[config.mk]
export PLATFORM = sky130hd
export DESIGN_NAME = link_retx_top
export DESIGN_NICKNAME = d
export VERILOG_FILES = /design/src/hw/flit_pkg.sv /design/src/hw/retx_pkg.sv /design/src/hw/next_free_index_comb.sv /design/src/hw/elem_queue.sv /design/src/hw/waiting_ack_controller.sv /design/src/hw/link_tx_mux.sv /design/src/hw/link_retx_top.sv
export SDC_FILE = /design/constraint.sdc
export NUM_CORES = 1
export LEC_CHECK = 0
export BUFFER_PORTS_ARGS = -buffer_cell sky130_fd_sc_hd__buf_2
export CORE_ASPECT_RATIO = 2
export CORE_MARGIN = 5
export CORE_UTILIZATION = 25
export DETAILED_ROUTE_END_ITERATION = 12
export SYNTH_ARGS = -nofsm -noshare
export SYNTH_HDL_FRONTEND = slang
export SYNTH_SLANG_ARGS = --single-unit
[constraint.sdc]
create_clock -name nocclk -period 15.7 [get_ports nocclk]
set_input_delay 3.925 -clock nocclk [delete_from_list [all_inputs] [get_ports nocclk]]
set_output_delay 3.925 -clock nocclk [all_outputs]
set_load 0.05 [all_outputs]
[src/hw/flit_pkg.sv]
package flit_pkg;

    // id of the destination device
    typedef logic [3:0] node_id_t;

    // sequence number, counted per source
    typedef logic [7:0] flit_id_t;

    // 13 bits in total
    typedef struct packed {
        node_id_t node_id;
        flit_id_t flit_id;
        // acks travel untracked
        logic     is_ack;
    } flit_header_t;

    // header in the upper bits, 45 bits in total
    typedef struct packed {
        flit_header_t header;
        logic [31:0]  payload;
    } flit_t;

endpackage

[src/hw/retx_pkg.sv]
package retx_pkg;

    // two bits cover a resend limit of up to three
    localparam int RESEND_CNT_W = 2;

    // largest limit the counter can represent
    localparam int RESEND_CNT_MAX = (1 << RESEND_CNT_W) - 1;

    typedef logic [RESEND_CNT_W-1:0] resend_cnt_t;

    // emitted once per flit that ran out of resends, 15 bits
    typedef struct packed {
        flit_pkg::flit_header_t header;
        resend_cnt_t            resend_num;
    } drop_report_t;

endpackage

[src/hw/next_free_index_comb.sv]
`timescale 1ns/10ps

module next_free_index_comb #(
    parameter int NUM_ENTRIES = 8
) (
    input  logic [NUM_ENTRIES-1:0]         free_index_bitmap,
    output logic [$clog2(NUM_ENTRIES)-1:0] free_index,
    output logic                           free_index_valid
);
    typedef logic [$clog2(NUM_ENTRIES)-1:0] index_t;

    // walk down from the top so the lowest set bit is the one that sticks
    always_comb begin
        free_index = '0;
        for (int i = NUM_ENTRIES - 1; i >= 0; i--) begin
            if (free_index_bitmap[i]) begin
                free_index = index_t'(i);
            end
        end
    end

    assign free_index_valid = |free_index_bitmap;

endmodule

[src/hw/elem_queue.sv]
`timescale 1ns/10ps

module elem_queue #(
    parameter type elem_t = logic [7:0],
    parameter int NUM_ENTRIES = 8
) (
    input  logic  nocclk,
    input  logic  rst_n,

    input  elem_t pushed_element,
    input  logic  pushed_valid,
    output logic  pushed_ready,

    output elem_t poped_element,
    output logic  poped_valid,
    input  logic  poped_ready
);
    typedef logic [$clog2(NUM_ENTRIES)-1:0] ptr_t;
    typedef logic [$clog2(NUM_ENTRIES+1)-1:0] count_t;

    elem_t  mem [NUM_ENTRIES];
    ptr_t   rd_ptr;
    ptr_t   wr_ptr;
    count_t count;
    logic   push_fire;
    logic   pop_fire;

    // wrap at NUM_ENTRIES, which need not be a power of two
    function automatic ptr_t next_ptr(input ptr_t ptr);
        if (ptr == ptr_t'(NUM_ENTRIES - 1)) begin
            return '0;
        end
        return ptr + 1'b1;
    endfunction

    assign pushed_ready  = (count != count_t'(NUM_ENTRIES));
    assign poped_valid   = (count != '0);
    assign poped_element = mem[rd_ptr];

    assign push_fire = pushed_valid && pushed_ready;
    assign pop_fire  = poped_valid && poped_ready;

    always_ff @(posedge nocclk) begin
        if (!rst_n) begin
            rd_ptr <= '0;
            wr_ptr <= '0;
            count  <= '0;
        end else begin
            if (push_fire) begin
                wr_ptr <= next_ptr(wr_ptr);
            end
            if (pop_fire) begin
                rd_ptr <= next_ptr(rd_ptr);
            end
            // push and pop together leave the count unchanged
            if (push_fire && !pop_fire) begin
                count <= count + 1'b1;
            end else if (pop_fire && !push_fire) begin
                count <= count - 1'b1;
            end
        end
    end

    // storage
    always_ff @(posedge nocclk) begin
        if (push_fire) begin
            mem[wr_ptr] <= pushed_element;
        end
    end

endmodule

[src/hw/waiting_ack_controller.sv]
`timescale 1ns/10ps

module waiting_ack_controller #(
    parameter int ACK_BUFFER_NUM_ENTRIES = 8,
    parameter int MAX_RESEND_NUM = 3,
    parameter int MAX_TIMEOUT = 100
) (
    input  logic                   nocclk,
    input  logic                   rst_n,

    input  flit_pkg::flit_t        tx_flit,
    input  logic                   tx_fire,

    input  flit_pkg::flit_t        ack_flit,
    input  logic                   ack_valid,

    output logic                   entry_free,

    output flit_pkg::flit_t        resend_flit,
    output logic                   resend_valid,
    input  logic                   resend_ready,

    output retx_pkg::drop_report_t drop,
    output logic                   drop_valid
);
    import flit_pkg::*;
    import retx_pkg::*;

    localparam int N = ACK_BUFFER_NUM_ENTRIES;
    localparam int IDX_W = $clog2(ACK_BUFFER_NUM_ENTRIES);
    // the limit cannot exceed what the counter holds
    localparam int RESEND_LIMIT =
        (MAX_RESEND_NUM < RESEND_CNT_MAX) ? MAX_RESEND_NUM : RESEND_CNT_MAX;

    typedef logic [IDX_W-1:0] index_t;
    typedef logic [$clog2(MAX_TIMEOUT+1)-1:0] timer_t;

    localparam timer_t      TIMEOUT_VAL = timer_t'(MAX_TIMEOUT);
    localparam resend_cnt_t RESEND_LAST = resend_cnt_t'(RESEND_LIMIT);

    typedef struct packed {
        logic        resending;
        logic        acked;
        resend_cnt_t resend_num;
        timer_t      timer;
    } entry_ctrl_t;

    entry_ctrl_t    ctrl_q [N];
    flit_t          flit_mem [N];
    logic [N-1:0]   free_bitmap;

    logic [N-1:0]   ack_hit;
    logic [N-1:0]   expired;
    logic [N-1:0]   timeout_map;
    logic [N-1:0]   drop_map;

    index_t         free_index;
    logic           free_index_valid;
    index_t         push_index;
    logic           push_valid;
    logic           push_ready;
    index_t         drop_index;
    logic           drop_any;

    index_t         head_index;
    logic           head_valid;
    logic           head_skip;
    logic           head_done;
    logic           resend_fire;
    logic           offer_q;
    logic           alloc;

    next_free_index_comb #(
        .NUM_ENTRIES(N)
    ) free_pick (
        .free_index_bitmap(free_bitmap),
        .free_index       (free_index),
        .free_index_valid (free_index_valid)
    );

    // lowest expired entry gets the push, the rest wait at MAX_TIMEOUT
    next_free_index_comb #(
        .NUM_ENTRIES(N)
    ) timeout_pick (
        .free_index_bitmap(timeout_map),
        .free_index       (push_index),
        .free_index_valid (push_valid)
    );

    next_free_index_comb #(
        .NUM_ENTRIES(N)
    ) drop_pick (
        .free_index_bitmap(drop_map),
        .free_index       (drop_index),
        .free_index_valid (drop_any)
    );

    elem_queue #(
        .elem_t     (index_t),
        .NUM_ENTRIES(N)
    ) resend_queue (
        .nocclk        (nocclk),
        .rst_n         (rst_n),
        .pushed_element(push_index),
        .pushed_valid  (push_valid),
        .pushed_ready  (push_ready),
        .poped_element (head_index),
        .poped_valid   (head_valid),
        .poped_ready   (head_done)
    );

    // ack match on node and flit id, occupied entries only
    always_comb begin
        for (int i = 0; i < N; i++) begin
            ack_hit[i] = !free_bitmap[i] && ack_valid
                && (flit_mem[i].header.node_id == ack_flit.header.node_id)
                && (flit_mem[i].header.flit_id == ack_flit.header.flit_id);
            expired[i] = !free_bitmap[i] && !ctrl_q[i].resending && !ack_hit[i]
                && (ctrl_q[i].timer == TIMEOUT_VAL);
            timeout_map[i] = expired[i] && (ctrl_q[i].resend_num < RESEND_LAST);
            drop_map[i]    = expired[i] && (ctrl_q[i].resend_num >= RESEND_LAST);
        end
    end

    // an acked head that was never offered is popped silently
    assign head_skip    = head_valid && ctrl_q[head_index].acked && !offer_q;
    assign resend_valid = head_valid && !head_skip;
    assign resend_flit  = flit_mem[head_index];
    assign resend_fire  = resend_valid && resend_ready;
    assign head_done    = resend_fire || head_skip;

    // a resend on the link is already tracked
    assign alloc = tx_fire && !tx_flit.header.is_ack && !resend_fire && free_index_valid;

    assign entry_free = free_index_valid;

    assign drop_valid = drop_any;

    always_comb begin
        drop.header     = flit_mem[drop_index].header;
        drop.resend_num = ctrl_q[drop_index].resend_num;
    end

    always_ff @(posedge nocclk) begin
        if (!rst_n) begin
            free_bitmap <= '1;
            offer_q     <= 1'b0;
            for (int i = 0; i < N; i++) begin
                ctrl_q[i] <= '0;
            end
        end else begin
            // once offered, a resend stays on offer until it transfers
            offer_q <= resend_valid && !resend_ready;
            for (int i = 0; i < N; i++) begin
                if (free_bitmap[i]) begin
                    if (alloc && (free_index == index_t'(i))) begin
                        free_bitmap[i] <= 1'b0;
                        ctrl_q[i]      <= '0;
                    end
                end else if (head_done && (head_index == index_t'(i))) begin
                    if (ctrl_q[i].acked || ack_hit[i]) begin
                        free_bitmap[i] <= 1'b1;
                        ctrl_q[i]      <= '0;
                    end else begin
                        ctrl_q[i].resending  <= 1'b0;
                        ctrl_q[i].resend_num <= ctrl_q[i].resend_num + 1'b1;
                        ctrl_q[i].timer      <= '0;
                    end
                end else if (ctrl_q[i].resending) begin
                    // index sits in the queue, so release waits for its pop
                    if (ack_hit[i]) begin
                        ctrl_q[i].acked <= 1'b1;
                    end
                end else if (ack_hit[i] || (drop_any && (drop_index == index_t'(i)))) begin
                    free_bitmap[i] <= 1'b1;
                    ctrl_q[i]      <= '0;
                end else if (ctrl_q[i].timer < TIMEOUT_VAL) begin
                    ctrl_q[i].timer <= ctrl_q[i].timer + 1'b1;
                end else if (push_valid && push_ready && (push_index == index_t'(i))) begin
                    ctrl_q[i].resending <= 1'b1;
                end
            end
        end
    end

    // copy of every tracked flit, read back for resends and drop reports
    always_ff @(posedge nocclk) begin
        if (alloc) begin
            flit_mem[free_index] <= tx_flit;
        end
    end

endmodule

[src/hw/link_tx_mux.sv]
`timescale 1ns/10ps

module link_tx_mux (
    input  flit_pkg::flit_t local_flit,
    input  logic            local_valid,
    output logic            local_ready,

    input  flit_pkg::flit_t resend_flit,
    input  logic            resend_valid,
    output logic            resend_ready,

    input  logic            entry_free,

    output flit_pkg::flit_t link_flit,
    output logic            link_valid,
    input  logic            link_ready,

    output flit_pkg::flit_t tx_flit,
    output logic            tx_fire
);
    import flit_pkg::*;

    logic local_ok;
    logic local_is_ack;

    assign local_is_ack = local_flit.header.is_ack;

    // data flits need a free ack buffer slot, acks go through regardless
    assign local_ok = local_valid && (local_is_ack || entry_free);

    // resends have strict priority over local traffic
    assign link_valid = resend_valid || local_ok;

    always_comb begin
        if (resend_valid) begin
            link_flit = resend_flit;
        end else begin
            link_flit = local_flit;
        end
    end

    assign resend_ready = link_ready;

    // held off while a resend owns the link or the buffer is full
    assign local_ready = link_ready && !resend_valid && (local_is_ack || entry_free);

    // every completed transfer goes back to the controller
    assign tx_flit = link_flit;
    assign tx_fire = link_valid && link_ready;

endmodule

[src/hw/link_retx_top.sv]
`timescale 1ns/10ps

module link_retx_top #(
    parameter int ACK_BUFFER_NUM_ENTRIES = 8,
    parameter int MAX_RESEND_NUM = 3,
    parameter int MAX_TIMEOUT = 100
) (
    input  logic                   nocclk,
    input  logic                   rst_n,

    input  flit_pkg::flit_t        local_flit,
    input  logic                   local_valid,
    output logic                   local_ready,

    output flit_pkg::flit_t        link_flit,
    output logic                   link_valid,
    input  logic                   link_ready,

    input  flit_pkg::flit_t        ack_flit,
    input  logic                   ack_valid,

    output retx_pkg::drop_report_t drop,
    output logic                   drop_valid
);
    import flit_pkg::*;

    logic  entry_free;
    flit_t resend_flit;
    logic  resend_valid;
    logic  resend_ready;
    flit_t tx_flit;
    logic  tx_fire;

    waiting_ack_controller #(
        .ACK_BUFFER_NUM_ENTRIES(ACK_BUFFER_NUM_ENTRIES),
        .MAX_RESEND_NUM        (MAX_RESEND_NUM),
        .MAX_TIMEOUT           (MAX_TIMEOUT)
    ) ctrl0 (
        .nocclk      (nocclk),
        .rst_n       (rst_n),
        .tx_flit     (tx_flit),
        .tx_fire     (tx_fire),
        .ack_flit    (ack_flit),
        .ack_valid   (ack_valid),
        .entry_free  (entry_free),
        .resend_flit (resend_flit),
        .resend_valid(resend_valid),
        .resend_ready(resend_ready),
        .drop        (drop),
        .drop_valid  (drop_valid)
    );

    link_tx_mux mux0 (
        .local_flit  (local_flit),
        .local_valid (local_valid),
        .local_ready (local_ready),
        .resend_flit (resend_flit),
        .resend_valid(resend_valid),
        .resend_ready(resend_ready),
        .entry_free  (entry_free),
        .link_flit   (link_flit),
        .link_valid  (link_valid),
        .link_ready  (link_ready),
        .tx_flit     (tx_flit),
        .tx_fire     (tx_fire)
    );

endmodule

-- Word level (Yosys, flattened, before mapping)
Memories as Yosys holds them, arrays and structs flattened. A register that Yosys moved wholly into a read port is not among the register bits.
Cells that the tools add are included.
- flip-flop bits (word level): 19
- memory bits (writable): 472
- bits of input ports: 95
- output and inout port bits: 63
- logic and storage cells: 867
- memories: 3
- add/sub/neg operators: 20
- order comparisons: 24
- equality and inequality tests: 55
- multiplexer cells: 492
- bitwise operators: 96
- reduce and logical (&&, ||, !) cells: 172
- memories (memory ; words ; width ; rd ports ; clocked after memory_dff ; write ports ; line ; source):
    ctrl0.flit_mem ; 8 ; 45 ; 10 ; 0 ; 1 ; waiting_ack_controller.sv:49 ; flit_t flit_mem [N];
    ctrl0.ctrl_q ; 8 ; 11 ; 10 ; 0 ; 8 ; waiting_ack_controller.sv:48 ; entry_ctrl_t ctrl_q [N];
    ctrl0.resend_queue.mem ; 8 ; 3 ; 1 ; 1 ; 1 ; elem_queue.sv:21 ; elem_t mem [NUM_ENTRIES];
- operator list (cell ; number):
    $mux W1 ; 403
    $mux W11 ; 16
    $mux W7 ; 24
    $logic_and A1 B1 Y1 ; 112
    $or A1 B1 Y1 ; 96
    $mux W3 ; 30
    $eq A8 B8 Y1 ; 8
    $add A7 B1 Y7 const B ; 8
    $eq A7 B7 Y1 const B ; 8
    $lt A7 B7 Y1 const B ; 8
    $eq A3 B3 Y1 const B ; 18
    $mux W45 ; 1
    $eq A4 B4 Y1 ; 8
    $logic_not A1 Y1 ; 32
    $mux W2 ; 16
    $eq A3 B2 Y1 const B ; 8
    $reduce_or A8 Y1 ; 3
    $logic_or A1 B1 Y1 ; 19
    $add A2 B1 Y2 const B ; 8
    $ge A2 B2 Y1 const B ; 8
    $lt A2 B2 Y1 const B ; 8
    $eq A3 B1 Y1 const B ; 4
    $logic_not A3 Y1 ; 4
    $mux W4 ; 2
    other kinds (6) ; 7

-- Logic depth before layout (Yosys ltp)
Gate-level depths: netlist of the first run.
- word-level depth: 27
- mapped depth: 17
- mapped depth without buffers: 17

-- Modules after synthesis
From an unflattened synthesis of the first run, not the netlist that was laid out.
- cell total of the unflattened synthesis: 1628
- area, all modules: 24641.1 um^2
- by module, submodules not included (module ; times used ; cells an instance ; area each (um^2) ; seq. area each (um^2)):
    waiting_ack_controller ; 1 ; 1379 ; 21680.8 ; 13633.1
    elem_queue ; 1 ; 109 ; 1596.5 ; 980.9
    link_tx_mux ; 1 ; 101 ; 1119.8 ; 0.0
    next_free_index_comb ; 3 ; 13 ; 81.3 ; 0.0

-- Worst setup path before layout of the first run
OpenSTA, ideal clock, no wires.
- path type: in2out
- from: in ack_flit[33] (netlist bit)
- to: out drop[1] (netlist bit)
- arrival: 6774 ps
- data required time: 11775 ps
- slack: 5001 ps
- stages: 13
- path buffers: 4
- cells stage by stage: buf_2 > xor2_1 > nor4_1 > nand4_1 > and3_1 > buf_2 > nor3_2 > and2_1 > buf_2 > buf_2 > a221o_1 > a221oi_1 > a31oi_1
- RTL lines (item ; line ; source):
    start, declared ; link_retx_top.sv:19 ; input flit_pkg::flit_t ack_flit,
    end, declared ; link_retx_top.sv:22 ; output retx_pkg::drop_report_t drop,

==> results_dict.tcl, run 1 <==
set metrics [dict create \
    crit_path_start "ack_flit[40]" \
    floorplan.initialDensity_pct 25.1 \
    yosys.area_share.simple_pct 19.9 \
    worstMarginPinSlew_ns 1.09 \
    routabilityCongestion 0.872 \
    first_iter_violations 1089 \
    port_buffers 124 \
    cts_buffers 43 \
    worst_path_max_delay_cell "nor4_1" \
    final_max_slew_viol_count 0 \
    routed_wl_um 73200 \
    grtUsageMet1_pct 14.2 \
    synth_edf_count 472 \
    die_w_um 230 \
    clockBufferDepth 3 \
    max_stage_delay_ns 0.84 \
    syn_to_final_growth_pct 13.8 \
    cts.clk_slew.worst_paths_ns 0.07 \
    met3_usage_pct 2.02 \
    timing.final.ws_setup_ns 3.60 \
    clock_latency_ns 0.59 \
    crit_required_ns 11.77 \
    cts_setup_buffers 0 \
    synth_fa_ha_area_share_pct 1.69 \
    synth_area_leaders "edfxtp_1 59%, nand2_1 7.0%, xnor2_1 2.9%" \
    multiInputGateArea_um2 8910 \
    path_class "primary input to primary output" \
    drc 0 \
    holdBufCountCts 0 \
    synth-async-reset-ratio_pct 0 \
    period_needed_ns 12.10 \
    synthMuxAreaShare_pct 1.63 \
    grtUsageMet2_pct 25.5 \
    final_hold_viol_count 0 \
    pre_cts_slack_ns 3.74 \
    dieArea_um2 103000 \
    synth_cells 2167 \
    fin_setup_tns_ns 0 \
    cellPowerDensity_nw_per_um2 166 \
    min_period_over_period_pct 77.1 \
    layout_common_cells "472 x edfxtp_1, 451 x nand2_1, 179 x nor2_1" \
    drv_cap 0 \
    status "finished clean" \
    grt_pass1_wl_um 108000 \
    synth_top_cell_by_area "edfxtp_1" \
    grt_pass1_vias 17700 \
    cts_sinks 494 \
    crit_chain "buf_2 > xor2_1 > nor4_1 > and4_1 > o22ai_1 > nor3_2 > nand2_1 > a221oi_1 > a22oi_1 > o221a_2 > buf_2" \
    ys_types 80 \
    wire_per_inst_um 20.9 \
    postSynthNetCount 2294 \
    start_kind "primary input" \
    drive_gt1_share_pct 12.4 \
    final_common_cell "edfxtp_1" \
    min_from "ctrl0.resend_queue.rd_ptr[2]" \
    cp_num_buf_inv 2 \
    cts_resized 0 \
    grt_antenna_before_repair 12 \
    synth_compound_area_share_pct 8.49 \
    syn_area_um2 24100 \
    synth_top_family_by_area "simple AND/OR/NAND/NOR gates" \
    critPathMaxFanout 15 \
    max-vdd-ir-drop_v 0.000172 \
    viasPerCell 5.03 \
    leakage_uw 0.00940 \
    fmax_ghz 0.0826 \
    ant_nets 0 \
    grt_util_all_layers_pct 13.6 \
    cp.arrival_ns 8.17 \
    hpwlAfterDp_um 48400 \
    num_io_pins 158 \
    drtPass1Iterations 5 \
    die_y_um 449 \
    vias 17600 \
    ys.flop_type "edfxtp_1" \
    synth_top_cell_area_share_pct 58.8 \
    rows 161 \
    grt_max_degree 139 \
    cp-end-kind "primary output" \
    crit_top_cell "buf_2" \
    critPathTopFamily "simple AND/OR/NAND/NOR gates" \
    setup_viol 0 \
    syn_avg_cell_area_um2 11.1 \
    cts-htree-levels 2 \
    ys_seq_elements 494 \
    overflow 0 \
    synth_xor_area_share_pct 4.90 \
    ys_seq_area_share_pct 60.6 \
    hold_class "flop to flop" \
    top_usage_layer "met2" \
    root_buffer "clkbuf_16" \
    layout.nets 2371 \
    seq_area_um2 14600 \
    synth_warnings 0 \
    coreArea_um2 96100 \
    maxSlewHeadroom_pct 26.4 \
    rsz0062_at_grt "false" \
    finalClockSkew_ns 0.0400 \
    fill_cells 9854 \
    cts_tree "yes" \
]
## through the flow
stage / utilization (%) / hold slack, ns / power (uW) / cell area (um2) / instances
after floorplan: - / 0.474 / 3020 / 24100 / 2167
after global placement: 27.1 / 0.509 / 3520 / 26100 / 3421
after detailed placement: 27.1 / 0.514 / 3540 / 26100 / 3421
after CTS: 28.5 / 0.525 / 4600 / 27400 / 3498
after global routing: 28.5 / 0.565 / 4770 / 27400 / 3499
final: 28.6 / 0.526 / 4550 / 27400 / 3504
## logic make-up after synthesis
family | count (synthesis)
adder cells (fa/ha/maj) | 32
buffers and inverters | 166
multiplexers | 28
AO/OA/AOI/OAI | 285
AND/OR/NAND/NOR | 1027
flip-flops | 494
XOR/XNOR | 135
## cell type report
class                   instances  area share, %
inverters                      44          0.602
diodes                          6         0.0547
repair buffers                154           3.13
clock inverters                31          0.976
multi-input cells            1507           32.5
flip-flops and latches        494           53.3
well taps                    1222           5.57
clock buffers                  46           3.96
## where the power goes
part / internal [uW] / total [uW] / switching, uW
clock: 570 / 1060 / 490
sequential: 1770 / 1810 / 43.5
combinational: 356 / 1670 / 1320
## sequential cells by signal, indices dropped and copies added (netlist names), named ones only
name and flops:
ctrl0.ctrl_q 88, ctrl0.flit_mem 360, ctrl0.free_bitmap 8, ctrl0.offer_q 1
ctrl0.resend_queue.count 4, ctrl0.resend_queue.mem 24, ctrl0.resend_queue.rd_ptr 3, ctrl0.resend_queue.wr_ptr 3
## worst paths after layout
| check | end | slack (ns) | cells after the start |
|---|---|---|---|
| worst max-delay path | drop[9] | 3.60 | 11 |
| worst min-delay path | flop | 0.53 | 2 |
| worst max register to register | ctrl0.ctrl_q[5][5] | 10.17 | 12 |
| worst min register to register | flop | 0.53 | 2 |
## synth_stat cells (3+ instances only)
library cell / number
or3_1: 10
nor2_1: 184
nand3b_1: 21
nand2b_1: 11
or2_2: 6
and3_1: 63
mux4_2: 6
buf_2: 26
or4_1: 6
inv_1: 44
nor3b_1: 17
o21a_1: 4
a311oi_1: 45
o2111ai_1: 3
xor2_1: 55
ha_1: 31
a22oi_1: 12
nor4_1: 22
o221a_2: 12
a221oi_1: 30
mux2i_1: 13
a21oi_1: 65
nand4_1: 20
o211ai_1: 3
a31oi_1: 48
dfxtp_1: 22
o311ai_0: 5
and4_1: 10
nand3_1: 139
nand4bb_1: 3
nor3_1: 30
o21bai_1: 4
xnor2_1: 80
nor2_2: 7
clkbuf_1: 84
mux2_2: 6
a221o_1: 3
edfxtp_1: 472
and2_1: 8
buf_1: 9
nand4b_1: 3
o22ai_1: 5
nand2_1: 451
o31ai_1: 3
o21ai_0: 21
## routing by layer
layer,up-vias,share of wire [%]
met5,-,0.077
met4,8,6.4
met3,202,5.2
met2,582,53
met1,8700,36
li1,8127,-
## worst register-to-register path, cell delays in order (launching register included)
cell	delay, ns
dfxtp_1	0.57
mux4_2	0.59
mux2i_4	0.14
buf_4	0.47
buf_4	0.76
mux2_2	0.30
o22ai_1	0.11
nor3_4	0.43
o211ai_2	0.28
nor2_4	0.17
buf_4	0.70
mux2i_1	0.29
nand3_1	0.40
Note: power is estimated with default switching activity, not from simulation.
==> inputs of run 2 (changes only) <==
--- a/config.mk
+++ b/config.mk
@@ -5,6 +5,7 @@
 export SDC_FILE = /design/constraint.sdc
 export NUM_CORES = 1
 export LEC_CHECK = 0
+export ABC_AREA = 1
 export BUFFER_PORTS_ARGS = -buffer_cell sky130_fd_sc_hd__buf_2
 export CORE_ASPECT_RATIO = 2
 export CORE_MARGIN = 5
==> constraint.sdc (replaced) <==
create_clock -name nocclk -period 9.98 [get_ports nocclk]
set_input_delay 2.495 -clock nocclk [delete_from_list [all_inputs] [get_ports nocclk]]
set_output_delay 2.495 -clock nocclk [all_outputs]
set_load 0.05 [all_outputs]
==> run 2 against run 1 <==
Against the previous run:
- synthesized area rose by 3.9%
- sequential share of layout area fell by 2.2 points
- clock skew fell by 0.016 ns
- critical endpoint is now drop[10]
- critical path depth rose by 7
- flip-flop and latch count did not move
- register-to-register slack got worse by 5.9 ns
- first-iteration DRC count rose by 32%
- clock power rose by 65%
- die area rose by 3.8%
- clock-buffer cell count rose by 10
- hold slack got worse by 0.024 ns
==> results_dict.tcl, run 2 <==
set metrics [dict create \
    status "finished clean" \
    routabilityCongestion 0.998 \
    vias 20000 \
    cts.clk_slew.worst_paths_ns 0.07 \
    finalClockSkew_ns 0.0237 \
    clock_latency_ns 0.59 \
    clockBufferDepth 3 \
    synth_top_cell_by_area "edfxtp_1" \
    drtPass1Iterations 5 \
    cts_setup_buffers 0 \
    synth_most_common_cell "nand2_1" \
    cp.arrival_ns 6.25 \
    port_buffers 124 \
    placed_cell_area_um2 27100 \
    worstMarginPinSlew_ns 1.04 \
    setup_viol 0 \
    synth_warnings 0 \
    die_w_um 234 \
    hold_class "flop to flop" \
    post-route-cell-area_um2 28600 \
    path_class "primary input to primary output" \
    floorplan.initialDensity_pct 25.1 \
    grt_antenna_before_repair 11 \
    multiInputGateArea_um2 8930 \
    synth_top_cell_area_share_pct 56.5 \
    overflow 0 \
    coreArea_um2 99700 \
    dieArea_um2 107000 \
    postSynthNetCount 2775 \
    wire_per_inst_um 21.6 \
    drc 0 \
    min_period_over_period_pct 87.7 \
    regMostFlops "ctrl0.flit_mem" \
    syn_to_final_growth_pct 14.2 \
    first_iter_violations 1440 \
    critPathMaxFanout 21 \
    final_max_slew_viol_count 0 \
    fin_setup_tns_ns 0 \
    max-vdd-ir-drop_v 0.000358 \
    rows 164 \
    syn_area_um2 25100 \
    reg.largest.list "ctrl0.flit_mem: 360 flops, ctrl0.ctrl_q: 88 flops, ctrl0.resend_queue.mem: 24 flops" \
    final_util_pct 28.7 \
    cts_sinks 494 \
    layout.nets 2881 \
    hpwlAfterDp_um 62500 \
    grt_pass1_vias 20100 \
    fill_cells 10600 \
    cts_buffers 45 \
    drv_cap 0 \
    rsz0062_at_grt "false" \
    grt_max_degree 69 \
    root_buffer "clkbuf_16" \
    ys_seq_elements 494 \
    routed_wl_um 88900 \
    grt_util_all_layers_pct 16.1 \
    crit_required_ns 7.49 \
    viasPerCell 4.84 \
    synth-async-reset-ratio_pct 0 \
    ys_seq_area_share_pct 58.3 \
    fmax_ghz 0.114 \
    seq_area_um2 14600 \
    synth_edf_count 472 \
    final_hold_viol_count 0 \
    cts_tree "yes" \
    cts-htree-levels 2 \
    syn_avg_cell_area_um2 9.47 \
    final_common_cell "nand2_1" \
    largest_reg_flops 360 \
    period_needed_ns 8.75 \
    synth_area_leaders "edfxtp_1 57%, nand2_1 9.9%, nor2_1 5.2%" \
    holdBufCountCts 0 \
    cts_resized 0 \
    ys_types 55 \
    die_y_um 458 \
    drive_gt1_share_pct 11.7 \
    ys.flop_type "edfxtp_1" \
    cp-end-kind "primary output" \
    cellPowerDensity_nw_per_um2 314 \
    num_io_pins 158 \
    maxSlewHeadroom_pct 30.9 \
    synth_cells 2648 \
    start_kind "primary input" \
    synth.top_cells.by_count "658 x nand2_1, 472 x edfxtp_1, 347 x nor2_1" \
    leakage_uw 0.0108 \
    ant_nets 0 \
    grt_pass1_wl_um 128000 \
    layout_common_cells "657 x nand2_1, 472 x edfxtp_1, 342 x nor2_1" \
]
[run 2: cell types whose count changed after synthesis, sizes merged, moves of 58 or more]
cell	change
nand2	+224
o21ai	+83
and3	-62
inv	+241
clkbuf	-58
nor2	+170
[run 2: area by class of cell]
| cell class | count | share of cell area [%] |
|---|---|---|
| Sequential cell | 494 | 51.1 |
| Multi-Input combinational cell | 1771 | 31.2 |
| Tap cell | 1328 | 5.80 |
| Clock buffer | 56 | 4.19 |
| Inverter | 287 | 3.77 |
| Timing Repair Buffer | 155 | 2.98 |
| Clock inverter | 28 | 0.988 |
| Antenna cell | 3 | 0.0262 |
[run 2: path summary, 6_finish.rpt]
kind	from	endpoint	slack (ns)	depth (start not counted)
setup / recovery	ack_flit[35]	drop[10]	1.23	18
setup reg to reg	flop	ctrl0.flit_mem[6][2]	4.27	18
hold reg to reg	ctrl0.free_bitmap[1]	ctrl0.free_bitmap[1]	0.50	2
hold / removal	ctrl0.free_bitmap[1]	ctrl0.free_bitmap[1]	0.50	2
[run 2: cells by family after synthesis]
group           synth area share [%]
simple gates                    24.1
buf+inv                         6.29
compound gates                  8.03
fa+ha+maj                       1.63
xor+xnor                        1.68
flops                           58.3
[run 2: critical path: stages]
cell and delay (ns):
buf_2 0.19, inv_2 0.11, nor2_1 0.45, inv_1 0.09, nand4_1 0.16, nor3_1 0.08
nand2_1 0.24, nand3_2 0.19, nand2_1 0.12, inv_2 0.06, nand2_4 0.12, nand2_4 0.19
nor2_4 0.68, nand2_1 0.12, nand3_1 0.11, nor2_1 0.05, nor2_1 0.40, buf_2 0.37
[run 2: power by group]
group / switching, uW / total [uW] / internal [uW]
Clock: 781 / 1750 / 968
Sequential: 62.2 / 3090 / 3030
Combinational: 3350 / 4150 / 803
Total: 4190 / 8990 / 4800
[run 2: per-stage QoR]
stage               instances  setup WS, ns  hold slack (ns)  total power [uW]
floorplan                2648          2.68            0.455              5920
global placement         4035          1.33            0.480              7270
detailed placement       4035          1.34            0.483              7320
CTS                      4119          1.33            0.492              9070
global route             4120          1.13            0.535              9440
finish                   4122          1.23            0.502              8990
[run 2: layer usage]
layer / global-route usage (%) / wire length, um / share of wire (%) / vias up
li1: - / - / - / 9301
met1: 16.4 / 30600 / 34 / 9643
met2: 29.9 / 46300 / 52 / 744
met3: 2.22 / 4590 / 5.2 / 277
met4: 11.1 / 7370 / 8.3 / 4
met5: 0 / 21 / 0.024 / -
==> inputs of run 3 (changes only) <==
--- a/config.mk
+++ b/config.mk
@@ -7,7 +7,6 @@
 export LEC_CHECK = 0
 export ABC_AREA = 1
 export BUFFER_PORTS_ARGS = -buffer_cell sky130_fd_sc_hd__buf_2
-export CORE_ASPECT_RATIO = 2
 export CORE_MARGIN = 5
 export CORE_UTILIZATION = 25
 export DETAILED_ROUTE_END_ITERATION = 12
==> run 3 against run 2 <==
Against the previous run:
- cell count fell by 0.53%
- sequential share of layout area down 0.24 points
- utilization up 0.097 points
- first-iteration DRC count increased by 45%
- clock skew grew 0.028 ns
- critical endpoint is now drop[12]
==> results_dict.tcl, run 3 (synthesis gave the netlist of run 2 again) <==
set metrics [dict create \
    viasPerCell 4.83 \
    drive_gt1_share_pct 11.4 \
    grt_pass1_vias 18900 \
    timing.final.ws_setup_ns 1.15 \
    clockBufferDepth 3 \
    floorplan.initialDensity_pct 25.1 \
    crit_required_ns 7.49 \
    port_buffers 124 \
    worst_path_max_delay_cell "nor2_4" \
    drc 0 \
    cellPowerDensity_nw_per_um2 319 \
    post-place-cells 3996 \
    cts_tree "yes" \
    rsz0062_at_grt "false" \
    worstMarginPinSlew_ns 1.22 \
    cp-end-kind "primary output" \
    cts.clk_slew.worst_paths_ns 0.06 \
    cts_resized 0 \
    routabilityCongestion 0.948 \
    die_w_um 327 \
    syn_to_final_growth_pct 14.7 \
    final_common_cell "nand2_1" \
    cts_buffers 54 \
    final_max_slew_viol_count 0 \
    grt_antenna_before_repair 11 \
    critPathMaxFanout 38 \
    start_kind "primary input" \
    max_stage_delay_ns 0.65 \
    crit_top_cell "nand2_1" \
    die_y_um 327 \
    cts_setup_buffers 0 \
    cts_sinks 494 \
    overflow 0 \
    layout.nets 2881 \
    p_total_uw 9170 \
    setup_viol 0 \
    num_io_pins 158 \
    crit_chain "buf_2 > inv_1 > nand2_1 > nand4_1 > nor3_1 > nand2_1 > nand3_1 > nand2_1 > nand2_1 > nand2_2 > nand2_4 > nand2_4 > nor2_4 > buf_4 > nand2_1 > nand3_1 > nor2_1 > nor2_1 > buf_2" \
    cp.arrival_ns 6.34 \
    final_cells 4100 \
    finalClockSkew_ns 0.0515 \
    routed_wl_um 81000 \
    period_needed_ns 8.83 \
    drv_cap 0 \
    cts-htree-levels 2 \
    first_iter_violations 2094 \
    vias 19800 \
    max-vdd-ir-drop_v 0.000351 \
    dieArea_um2 107000 \
    clock_latency_ns 0.65 \
    reg.largest.list "ctrl0.flit_mem: 360 flops, ctrl0.ctrl_q: 88 flops, ctrl0.resend_queue.mem: 24 flops" \
    grt_pass1_wl_um 120000 \
    regMostFlops "ctrl0.flit_mem" \
    maxSlewHeadroom_pct 17.9 \
    leakage_uw 0.0109 \
    min_period_over_period_pct 88.5 \
    path_class "primary input to primary output" \
    ant_nets 0 \
    largest_reg_flops 360 \
    fmax_ghz 0.113 \
    coreArea_um2 99900 \
    layout_common_cells "657 x nand2_1, 472 x edfxtp_1, 342 x nor2_1" \
    holdBufCountCts 0 \
    drtPass1Iterations 6 \
    hpwlAfterDp_um 52500 \
    rows 116 \
    fin_setup_tns_ns 0 \
    reg2reg_slack_ns 4.80 \
    final_hold_viol_count 0 \
    hold_class "flop to flop" \
    grt_util_all_layers_pct 14.7 \
    pre_cts_slack_ns 1.25 \
    grt_max_degree 77 \
    status "finished clean" \
    wire_per_inst_um 19.8 \
    root_buffer "clkbuf_16" \
]
## run 3: changes by cell type in the layout (fill, tap and decap cells not counted), sizes merged
cell	previous run	this run
diode	3	4
buf	155	146
clkbuf	56	72
clkinv	21	22
clkinvlp	3	1
inv	287	288
## run 3: final timing paths
path | cells past startpoint | endpoint | from
max | 19 | drop[12] | ack_flit[36]
min | 2 | ctrl0.resend_queue.count[1] | ctrl0.resend_queue.count[1]
max reg2reg | 19 | ctrl0.flit_mem[3][23] | flop
min reg2reg | 2 | ctrl0.resend_queue.count[1] | ctrl0.resend_queue.count[1]
## run 3: metrics by stage
step                      area (um2)  hold slack, ns  util (%)
after global routing           28700           0.535      28.8
final                          28800           0.510      28.8
after CTS                      28700           0.512      28.8
after floorplan                25100           0.455         -
after global placement         27000           0.494      27.1
after detailed placement       27000           0.503      27.1
## run 3: routing by layer
metal  GRT usage, %  wire [um]  vias up  part of all wire (%)
met2           24.0      37000      866                    46
met3           3.20       7120      156                   8.8
met5              0         34        -                 0.042
met4           3.75       2010        4                   2.5
met1           19.8      34800     9457                    43
li1               -          -     9312                     -
## run 3: critical path: cells and delay by family
family / cells / cell delay [ns]
buf+inv: 4 / 1.15
simple gates: 15 / 2.68
## run 3: area by class of cell
| cell class | count | area [um2] |
|---|---|---|
| Inverter | 287 | 1080 |
| Fill cell | 10600 | 71100 |
| Tap cell | 1298 | 1620 |
| Timing Repair Buffer | 146 | 786 |
| Clock inverter | 28 | 278 |
| Antenna cell | 4 | 10.0 |
| Multi-Input combinational cell | 1771 | 8930 |
| Sequential cell | 494 | 14600 |
| Clock buffer | 72 | 1440 |
## run 3: where the power goes
part	switching, uW	leakage (uW)	internal, uW
Clock	834	0.000829	1120
Sequential	60.9	0.00461	3030
Combinational	3350	0.00545	775
